<file path="src/common/matrix_power_pkg.sv">
package matrix_power_pkg;

  ////////////////////////////////////////////////////////////////////////////
  // Widths
  ////////////////////////////////////////////////////////////////////////////

  // Row and column counts, fixed by the host register map
  localparam int INDEX_W = 16;

  // Integer exponent applied to every element
  localparam int EXP_W = 8;

  ////////////////////////////////////////////////////////////////////////////
  // Types
  ////////////////////////////////////////////////////////////////////////////

  // Matrix shape as sampled on START
  // size_i counts rows, size_j counts columns
  typedef struct packed {
    logic [INDEX_W-1:0] size_i;
    logic [INDEX_W-1:0] size_j;
  } matrix_shape_t;

  // Controller FSM states
  typedef enum logic [1:0] {
    // Idle, waiting for START
    STARTER = 2'd0,
    // Waiting for the first element of a row
    INPUT_I = 2'd1,
    // Waiting for a later element of the row
    INPUT_J = 2'd2,
    // Element in the power unit, waiting for its result
    ENDER   = 2'd3
  } power_ctrl_state_e;

endpackage

</file>
<file path="src/matrix_power/matrix_power_ctrl.sv">
`timescale 1ns/1ps

module matrix_power_ctrl #(
  parameter int DATA_SIZE = 64
) (
  input  logic                                CLK,
  input  logic                                RST,

  // Host side
  input  logic                                START,
  input  matrix_power_pkg::matrix_shape_t     SHAPE_IN,
  input  logic [matrix_power_pkg::EXP_W-1:0]  EXPONENT_IN,
  input  logic                                DATA_IN_I_ENABLE,
  input  logic                                DATA_IN_J_ENABLE,
  input  logic [DATA_SIZE-1:0]                DATA_IN,
  output logic                                READY,
  output logic                                DATA_OUT_I_ENABLE,
  output logic                                DATA_OUT_J_ENABLE,
  output logic [DATA_SIZE-1:0]                DATA_OUT,

  // Power unit side
  input  logic                                power_ready,
  input  logic [DATA_SIZE-1:0]                power_result,
  output logic                                power_start,
  output logic [DATA_SIZE-1:0]                power_base,
  output logic [matrix_power_pkg::EXP_W-1:0]  power_exponent
);

  ////////////////////////////////////////////////////////////////////////////
  // Signals
  ////////////////////////////////////////////////////////////////////////////

  matrix_power_pkg::power_ctrl_state_e       state_q;

  // Job parameters, held from START to READY
  matrix_power_pkg::matrix_shape_t           shape_q;
  logic [matrix_power_pkg::EXP_W-1:0]        exponent_q;

  // Position of the element in flight
  logic [matrix_power_pkg::INDEX_W-1:0]      index_i;
  logic [matrix_power_pkg::INDEX_W-1:0]      index_j;

  // Decodes
  logic                                      job_start;
  logic                                      accept_i;
  logic                                      accept_j;
  logic                                      last_col;
  logic                                      last_row;

  assign job_start = (state_q == matrix_power_pkg::STARTER) && START;
  assign accept_i  = (state_q == matrix_power_pkg::INPUT_I) && DATA_IN_I_ENABLE;
  assign accept_j  = (state_q == matrix_power_pkg::INPUT_J) && DATA_IN_J_ENABLE;

  assign last_col = (index_j == shape_q.size_j - 1'b1);
  assign last_row = (index_i == shape_q.size_i - 1'b1);

  // Exponent is constant for the whole job
  assign power_exponent = exponent_q;

  ////////////////////////////////////////////////////////////////////////////
  // Row and column FSM
  ////////////////////////////////////////////////////////////////////////////

  always_ff @(posedge CLK or posedge RST) begin
    if (RST) begin
      state_q           <= matrix_power_pkg::STARTER;
      index_i           <= '0;
      index_j           <= '0;
      power_start       <= 1'b0;
      READY             <= 1'b0;
      DATA_OUT_I_ENABLE <= 1'b0;
      DATA_OUT_J_ENABLE <= 1'b0;
      DATA_OUT          <= '0;
    end else begin
      // All strobes default low
      power_start       <= 1'b0;
      READY             <= 1'b0;
      DATA_OUT_I_ENABLE <= 1'b0;
      DATA_OUT_J_ENABLE <= 1'b0;

      case (state_q)
        matrix_power_pkg::STARTER: begin
          if (START) begin
            index_i <= '0;
            index_j <= '0;
            state_q <= matrix_power_pkg::INPUT_I;
          end
        end
        matrix_power_pkg::INPUT_I: begin
          // First element of a row
          if (accept_i) begin
            power_start <= 1'b1;
            state_q     <= matrix_power_pkg::ENDER;
          end
        end
        matrix_power_pkg::INPUT_J: begin
          if (accept_j) begin
            power_start <= 1'b1;
            state_q     <= matrix_power_pkg::ENDER;
          end
        end
        matrix_power_pkg::ENDER: begin
          if (power_ready) begin
            DATA_OUT          <= power_result;
            DATA_OUT_J_ENABLE <= 1'b1;

            if (last_col && last_row) begin
              // Whole matrix done
              DATA_OUT_I_ENABLE <= 1'b1;
              READY             <= 1'b1;
              state_q           <= matrix_power_pkg::STARTER;
            end else if (last_col) begin
              // End of row, next one
              DATA_OUT_I_ENABLE <= 1'b1;
              index_i           <= index_i + 1'b1;
              index_j           <= '0;
              state_q           <= matrix_power_pkg::INPUT_I;
            end else begin
              index_j <= index_j + 1'b1;
              state_q <= matrix_power_pkg::INPUT_J;
            end
          end
        end
        default: begin
          state_q <= matrix_power_pkg::STARTER;
        end
      endcase
    end
  end

  // Job parameters and the element handed to the power unit
  always_ff @(posedge CLK) begin
    if (job_start) begin
      shape_q    <= SHAPE_IN;
      exponent_q <= EXPONENT_IN;
    end
    if (accept_i || accept_j) begin
      power_base <= DATA_IN;
    end
  end

  ////////////////////////////////////////////////////////////////////////////
  // Assertions
  ////////////////////////////////////////////////////////////////////////////

  // Empty matrices are not supported
  assert property (@(posedge CLK) disable iff (RST)
    job_start |-> (SHAPE_IN.size_i != '0) && (SHAPE_IN.size_j != '0))
    else $error("START with a zero matrix size");

  // Host sends an element only when the FSM waits for that kind
  assert property (@(posedge CLK) disable iff (RST)
    DATA_IN_I_ENABLE |-> (state_q == matrix_power_pkg::INPUT_I))
    else $error("DATA_IN_I_ENABLE while not expecting a row start");

  assert property (@(posedge CLK) disable iff (RST)
    DATA_IN_J_ENABLE |-> (state_q == matrix_power_pkg::INPUT_J))
    else $error("DATA_IN_J_ENABLE while not expecting a row element");

  // Strobe nesting seen by the host
  assert property (@(posedge CLK) disable iff (RST)
    (READY |-> DATA_OUT_I_ENABLE) and (DATA_OUT_I_ENABLE |-> DATA_OUT_J_ENABLE))
    else $error("output strobes out of order");

endmodule

</file>
<file path="config.mk">
export PLATFORM = sky130hd
export DESIGN_NAME = matrix_power_ctrl
export DESIGN_NICKNAME = d
export VERILOG_FILES = /design/src/common/matrix_power_pkg.sv /design/src/matrix_power/matrix_power_ctrl.sv
export SDC_FILE = /design/constraint.sdc
export NUM_CORES = 1
export LEC_CHECK = 0
export BUFFER_PORTS_ARGS = -buffer_cell sky130_fd_sc_hd__buf_2
export CORE_UTILIZATION = 50
export DETAILED_ROUTE_END_ITERATION = 16
export HOLD_SLACK_MARGIN = 0.1
export PLACE_DENSITY_LB_ADDON = 0.25
export SKIP_CTS_REPAIR_TIMING = 1
export SLEW_MARGIN = 20
export SYNTH_ARGS = -nofsm -noshare
export SYNTH_HDL_FRONTEND = slang
export SYNTH_SLANG_ARGS = --single-unit
</file>
<file path="constraint.sdc">
create_clock -name CLK -period 7.6 [get_ports CLK]
set_input_delay 0.38 -clock CLK [delete_from_list [all_inputs] [get_ports CLK]]
set_output_delay 0.38 -clock CLK [all_outputs]
set_load 0.01 [all_outputs]
</file>
==> flow_summary.ini, run 1 <==
[clocking]
ctsHtreeMaxLevel = 1
cts-root-buf = clkbuf_16
tritoncts = done
clkTransAtPathRegs_ns = 0.07
cts_made_buffers = 23
clk_path_buf_depth = 3
worstSkewPairLatency_ns = 0.52
clock_sinks = 206

[layout]
layout.nets = 1294
fin_area_um2 = 12920
drive_above_1_share = 0.3901
utilization = 0.7443
area_delta_synth_final_pct = 45.34
stdcell_count = 1357

[floorplan]
die_w_um = 135.3
core_area_um2 = 17360
dieArea_um2 = 18310
fp-row-count = 48
die_h_um = 135.3
io_pins = 314
initial_core_util = 0.5121

[worst_setup_path]
required_ns = 8.03
end_kind = register
crit_fanout = 17
worst_setup_path_start_kind = register
crit_type = register to register
rr_startpoint = shape_q[0]$_DFFE_PP_
critPathArrivalTime_ns = 4.17
rr_worst_depth = 9
reg2reg_slack_ns = 3.87
worstReg2RegEnd = index_i[10]$_DFFE_PP0P_

[synth]
ys_seq_elements = 206
yosys.area.top_type = edfxtp_1
synthDistinctLibCells = 77
synth_commonest_cells = edfxtp_1 (104), dfrtp_1 (102), mux2_2 (64)
synthMostInstantiatedCell = edfxtp_1
syn_area_um2 = 8889
synthTopCellsByArea = edfxtp_1 (35%), dfrtp_1 (29%), mux2_2 (8.1%)
synth_edf_count = 104
syn_avg_cell_area_um2 = 13.82
synth_cells = 643
ys_warn_count = 0
synthArstFlopShare = 0.4951
syn_nets = 826
yosys.area.top_type_share = 0.3514
synth-seq-area-share = 0.6385
synth_top_flop_cell = edfxtp_1

[timing]
slew_viol_final = 0
rsz0062_at_grt = false
setup_violations = 0
clock-skew-final_ns = 0.01243
worst_pin_slew_ns = 1.010
finalCritPeriodShare = 0.4913
hold_viol = 0
fmax_mhz = 267.8
slew_headroom = 0.3269
min_period_ns = 3.734
tns_ns = 0

[route]
antenna_left = 0
vias = 7395
viasPerCell = 5.450
drt-initial-drc-count = 459
drtPass1Iterations = 5
wl_per_cell_um = 20.60
drc = 0
totalWireLength_um = 27960

[global_route]
antenna_found_initial = 3
grt_pass1_wl_um = 35490
busiest_layer = met2
grt_util_met2 = 0.4291
grt_util_met1 = 0.3151
grt_pass1_vias = 6705
grt_max_degree = 83
grt-ovfl-total = 0
grt_usage = 0.2533
use_met3 = 0.06996

[hold_path]
hold_start = power_result[31]
hold_path.class = input port to register
min_path_cells = 2
hold_end = DATA_OUT[31]$_DFFE_PP0P_

[power_and_ir_drop]
ir_worst_vdd_mv = 0.2521
p_leak_nw = 5.659
p_per_area_nw_per_um2 = 318.7

[placement]
gp_congestion = 0.8415
io_buffers = 313
placedCellCount = 1162
place_area_um2 = 10660
dp.final_hpwl_um = 17090

[outcome]
status = complete, no violations

[run]
maxCapViolations = 0
==> cell usage in the layout, fill, tap and decap left out, types with 19 or more instances in the layout <==
cell type / netlist / routed
buf_2: 2 / 313
clkbuf_16: 0 / 23
dfrtp_1: 102 / 102
dlygate4sd3_1: 0 / 149
edfxtp_1: 104 / 104
inv_1: 20 / 19
mux2_2: 64 / 64
nor2_1: 30 / 30
xnor2_1: 27 / 27
==> sequential cells by signal, indices dropped and copies added (netlist names) <==
name / count
READY: 1
index_i: 16
shape_q: 32
state_q: 2
power_start: 1
DATA_OUT_I_ENABLE: 1
DATA_OUT_J_ENABLE: 1
power_base: 64
index_j: 16
power_exponent: 8
DATA_OUT: 64
==> cell families after synthesis <==
logic type               after synthesis  share of synthesized area
AO/OA/AOI/OAI                         84                    0.07081
multiplexers                          66                    0.08347
AND/OR/NAND/NOR                      192                     0.1316
adder cells (fa/ha/maj)                9                    0.01267
XOR/XNOR                              43                    0.04237
buffers and inverters                 43                    0.02055
flip-flops                           206                     0.6385
==> area by class of cell <==
cell class                      count  area [µm²]
Antenna cell                        4       10.01
Clock buffer                       26       586.8
Clock inverter                     16       163.9
Fill cell                        1132        4438
Inverter                           21       81.33
Multi-Input combinational cell    394        3035
Sequential cell                   206        5675
Tap cell                          225       281.5
Timing Repair Buffer              465        3084
==> critical path: stages, from the launching register on <==
cell,delay [ns]
edfxtp_1,0.45
nor4_1,0.78
nand2_1,0.22
o41ai_1,0.32
o2111a_1,0.27
nand4_2,0.22
nand2_2,0.43
nand2_2,0.26
or4_1,0.55
a21oi_1,0.15
==> worst max path at each step <==
stage / start / end / slack [ns] / cells after the start
global placement: shape_q[0]$_DFFE_PP_ / index_i[10]$_DFFE_PP0P_ / 4.08 / 11
finish: shape_q[0]$_DFFE_PP_ / index_i[10]$_DFFE_PP0P_ / 3.87 / 9
CTS: shape_q[0]$_DFFE_PP_ / index_i[8]$_DFFE_PP0P_ / 3.92 / 11
global route: shape_q[0]$_DFFE_PP_ / index_i[10]$_DFFE_PP0P_ / 3.59 / 9
detailed placement: shape_q[0]$_DFFE_PP_ / index_i[8]$_DFFE_PP0P_ / 3.97 / 11
floorplan: RST / DATA_OUT[0]$_DFFE_PP0P_ / 4.54 / 1
==> where the power goes <==
group / internal, W / switching (W)
sequential: 0.00155 / 0.000196
clock: 0.000660 / 0.000471
combinational: 0.000531 / 0.000714
total: 0.00274 / 0.00138
==> through the flow <==
step           worst slack, ns  power [W]  hold slack, ns
5_1_grt                  3.587   0.004286         0.09575
3_3_place_gp             4.083   0.002821          0.3440
6_report                 3.866   0.004117         0.08881
3_5_place_dp             3.966   0.002863          0.3426
4_1_cts                  3.916   0.003980         -0.2064
2_1_floorplan            4.545   0.002382          0.4789
==> routing by layer <==
metal / part of all wire / vias to the layer above / wire length (µm)
li1: - / 3342 / -
met1: 0.38 / 3649 / 10570
met2: 0.52 / 332 / 14610
met3: 0.064 / 72 / 1781
met4: 0.035 / 0 / 985
met5: 0 / - / 0
Note: power is estimated with default switching activity, not from simulation.
==> run 2: changes to the inputs <==
- CORE_UTILIZATION: 50 -> 45
- clock period: 7.6 -> 3.2 ns (I/O delays scaled with it)
==> run 2 against run 1 <==
  * Design area grew 4.3%
  * Non-clock buffer count rose by 51
  * Clock skew down 0.0029 ns
  * Power up 140%
  * Combinational power grew to 2.5 times the previous value
  * Cell count up 6.6%
  * Global-route usage fell by 3.4 points
  * Largest cell class unchanged
  * Utilization shrank 5.0 points
  * Sequential cell count unchanged
  * Die area up 11%
  * First-iteration DRC count is 9.4% lower
  * Highest routed layer unchanged
  * Via count increased by 0.23%
==> flow_summary.ini, run 2 (synthesis results as in run 1) <==
[outcome]
status = complete, no violations

[timing]
min_period_ns = 3.054
finalCritPeriodShare = 0.9543
fmax_mhz = 327.5
worst_pin_slew_ns = 0.5911
hold_viol = 0
setup_ws_ns = 0.1462
rsz0062_at_grt = true
setup_violations = 0
clock-skew-final_ns = 0.009544
slew_headroom = 0.6059
slew_viol_final = 0
tns_ns = 0

[placement]
dp.final_hpwl_um = 17110
placedCellCount = 1230
gp_congestion = 0.8629
io_buffers = 313
dp_slack_ns = 0.07045

[route]
totalWireLength_um = 26530
wl_per_cell_um = 18.35
drtPass1Iterations = 5
drc = 0
vias = 7412
top_layer = met4
viasPerCell = 5.126
wl_met3_um = 1627
dr_wl_met2_um = 13870
drt-met1-wl_um = 10130
drt-initial-drc-count = 416
antenna_left = 0

[floorplan]
core_area_um2 = 19400
fp-row-count = 51
die_h_um = 142.5
initial_core_util = 0.4582
io_pins = 314
die_w_um = 142.5
dieArea_um2 = 20320

[power_and_ir_drop]
ir_worst_vdd_mv = 0.6219
p_total_w = 0.009741
combPwrFrac = 0.321
pwr-share-clk = 0.262
p_leak_nw = 5.910
power.switching_w = 0.003193
pwr-share-seq = 0.417
intPower_w = 0.006549
switching_share = 0.3278
p_per_area_nw_per_um2 = 722.8

[clocking]
worstSkewPairLatency_ns = 0.50
tritoncts = done
clk_path_buf_depth = 3
cts-root-buf = clkbuf_16
clock_sinks = 206
clkTransAtPathRegs_ns = 0.06
cts_made_buffers = 24
ctsHtreeMaxLevel = 1

[worst_setup_path]
critPathLaunch = shape_q[17]$_DFFE_PP_
worst_setup_path_start_kind = register
crit_fanout = 8
critPathArrivalTime_ns = 3.45
required_ns = 3.59
reg2reg_slack_ns = 0.15
worstReg2RegEnd = index_j[8]$_DFFE_PP0P_
crit_type = register to register
rr_startpoint = shape_q[17]$_DFFE_PP_
rr_worst_depth = 11
end_kind = register

[hold_path]
min_path_cells = 4
hold_end = state_q[0]$_DFFE_PP0P_
hold_path.class = input port to register
hold_start = DATA_IN_I_ENABLE

[global_route]
grt_max_degree = 66
grt_pass1_vias = 6541
grt_pass1_wl_um = 33950
grt_usage = 0.2190
grt-ovfl-total = 0
antenna_found_initial = 1

[layout]
top_regs = DATA_OUT x64, power_base x64, shape_q x32
layout.nets = 1346
stdcell_count = 1446
final_cell_mix = buf_2 (313), dlygate4sd3_1 (170), edfxtp_1 (104)
area_delta_synth_final_pct = 51.63
drive_above_1_share = 0.4037
mostFrequentLayoutCell = buf_2
utilization = 0.6948

[run]
maxCapViolations = 0
==> run 2: cell types whose count changed in the layout (fill, tap and decap cells not counted), moves of 2 or more <==
cell,before,now
buf_12,0,3
buf_4,2,30
bufinv_16,3,0
clkbuf_1,3,6
clkbuf_16,23,26
clkinv_2,4,0
diode_2,4,2
dlygate4sd3_1,149,170
or4_1,10,8
or4_4,0,2
==> run 2: worst max path at each step <==
stage	slack, ns	end
6_report	0.15	index_j[8]$_DFFE_PP0P_
4_1_cts	0.05	index_i[8]$_DFFE_PP0P_
2_1_floorplan	0.20	index_j[3]$_DFFE_PP0P_
5_1_grt	-0.04	index_i[1]$_DFFE_PP0P_
3_5_place_dp	0.07	index_j[7]$_DFFE_PP0P_
3_3_place_gp	0.15	index_j[7]$_DFFE_PP0P_
==> run 2: layout make-up <==
cell class / count / area [µm²]
fillers: 1375 / 5921
flip-flops and latches: 206 / 5675
repair buffers: 516 / 3553
multi-input cells: 394 / 3102
clock buffers: 33 / 686.9
well taps: 265 / 331.6
inverters: 21 / 81.33
clock inverters: 9 / 42.54
diodes: 2 / 5.005
==> run 2: per-layer routing <==
layer / track usage / vias to the layer above
met3: 0.06528 / 70
li1: - / 3458
met2: 0.3798 / 248
met5: 0 / -
met4: 0.08489 / 0
met1: 0.2542 / 3636
==> run 2: power groups by stage <==
stage,Sequential (W),Clock (W),Combinational [W]
2_1_floorplan,0.00437,0,0.00128
3_3_place_gp,0.00400,0,0.00283
3_5_place_dp,0.00405,0,0.00287
4_1_cts,0.00402,0.00257,0.00289
5_1_grt,0.00414,0.00270,0.00334
6_report,0.00407,0.00255,0.00313
==> run 2: critical path, stage by stage (launching register included) <==
cell and delay (ns):
edfxtp_1 0.36, inv_1 0.05, ha_1 0.23, nor2b_2 0.22
or3_1 0.39, a31oi_2 0.19, nand4_1 0.15, or4bb_1 0.55
nor4_4 0.31, buf_4 0.18, nor3_2 0.09, a22o_1 0.24
==> run 2: through the flow <==
step	hold WS [ns]	cell area [µm²]
floorplan	0.2589	8889
global placement	0.2731	10960
detailed placement	0.2805	10960
CTS	-0.2597	11690
global route	0.1678	13480
finish	0.1056	13480
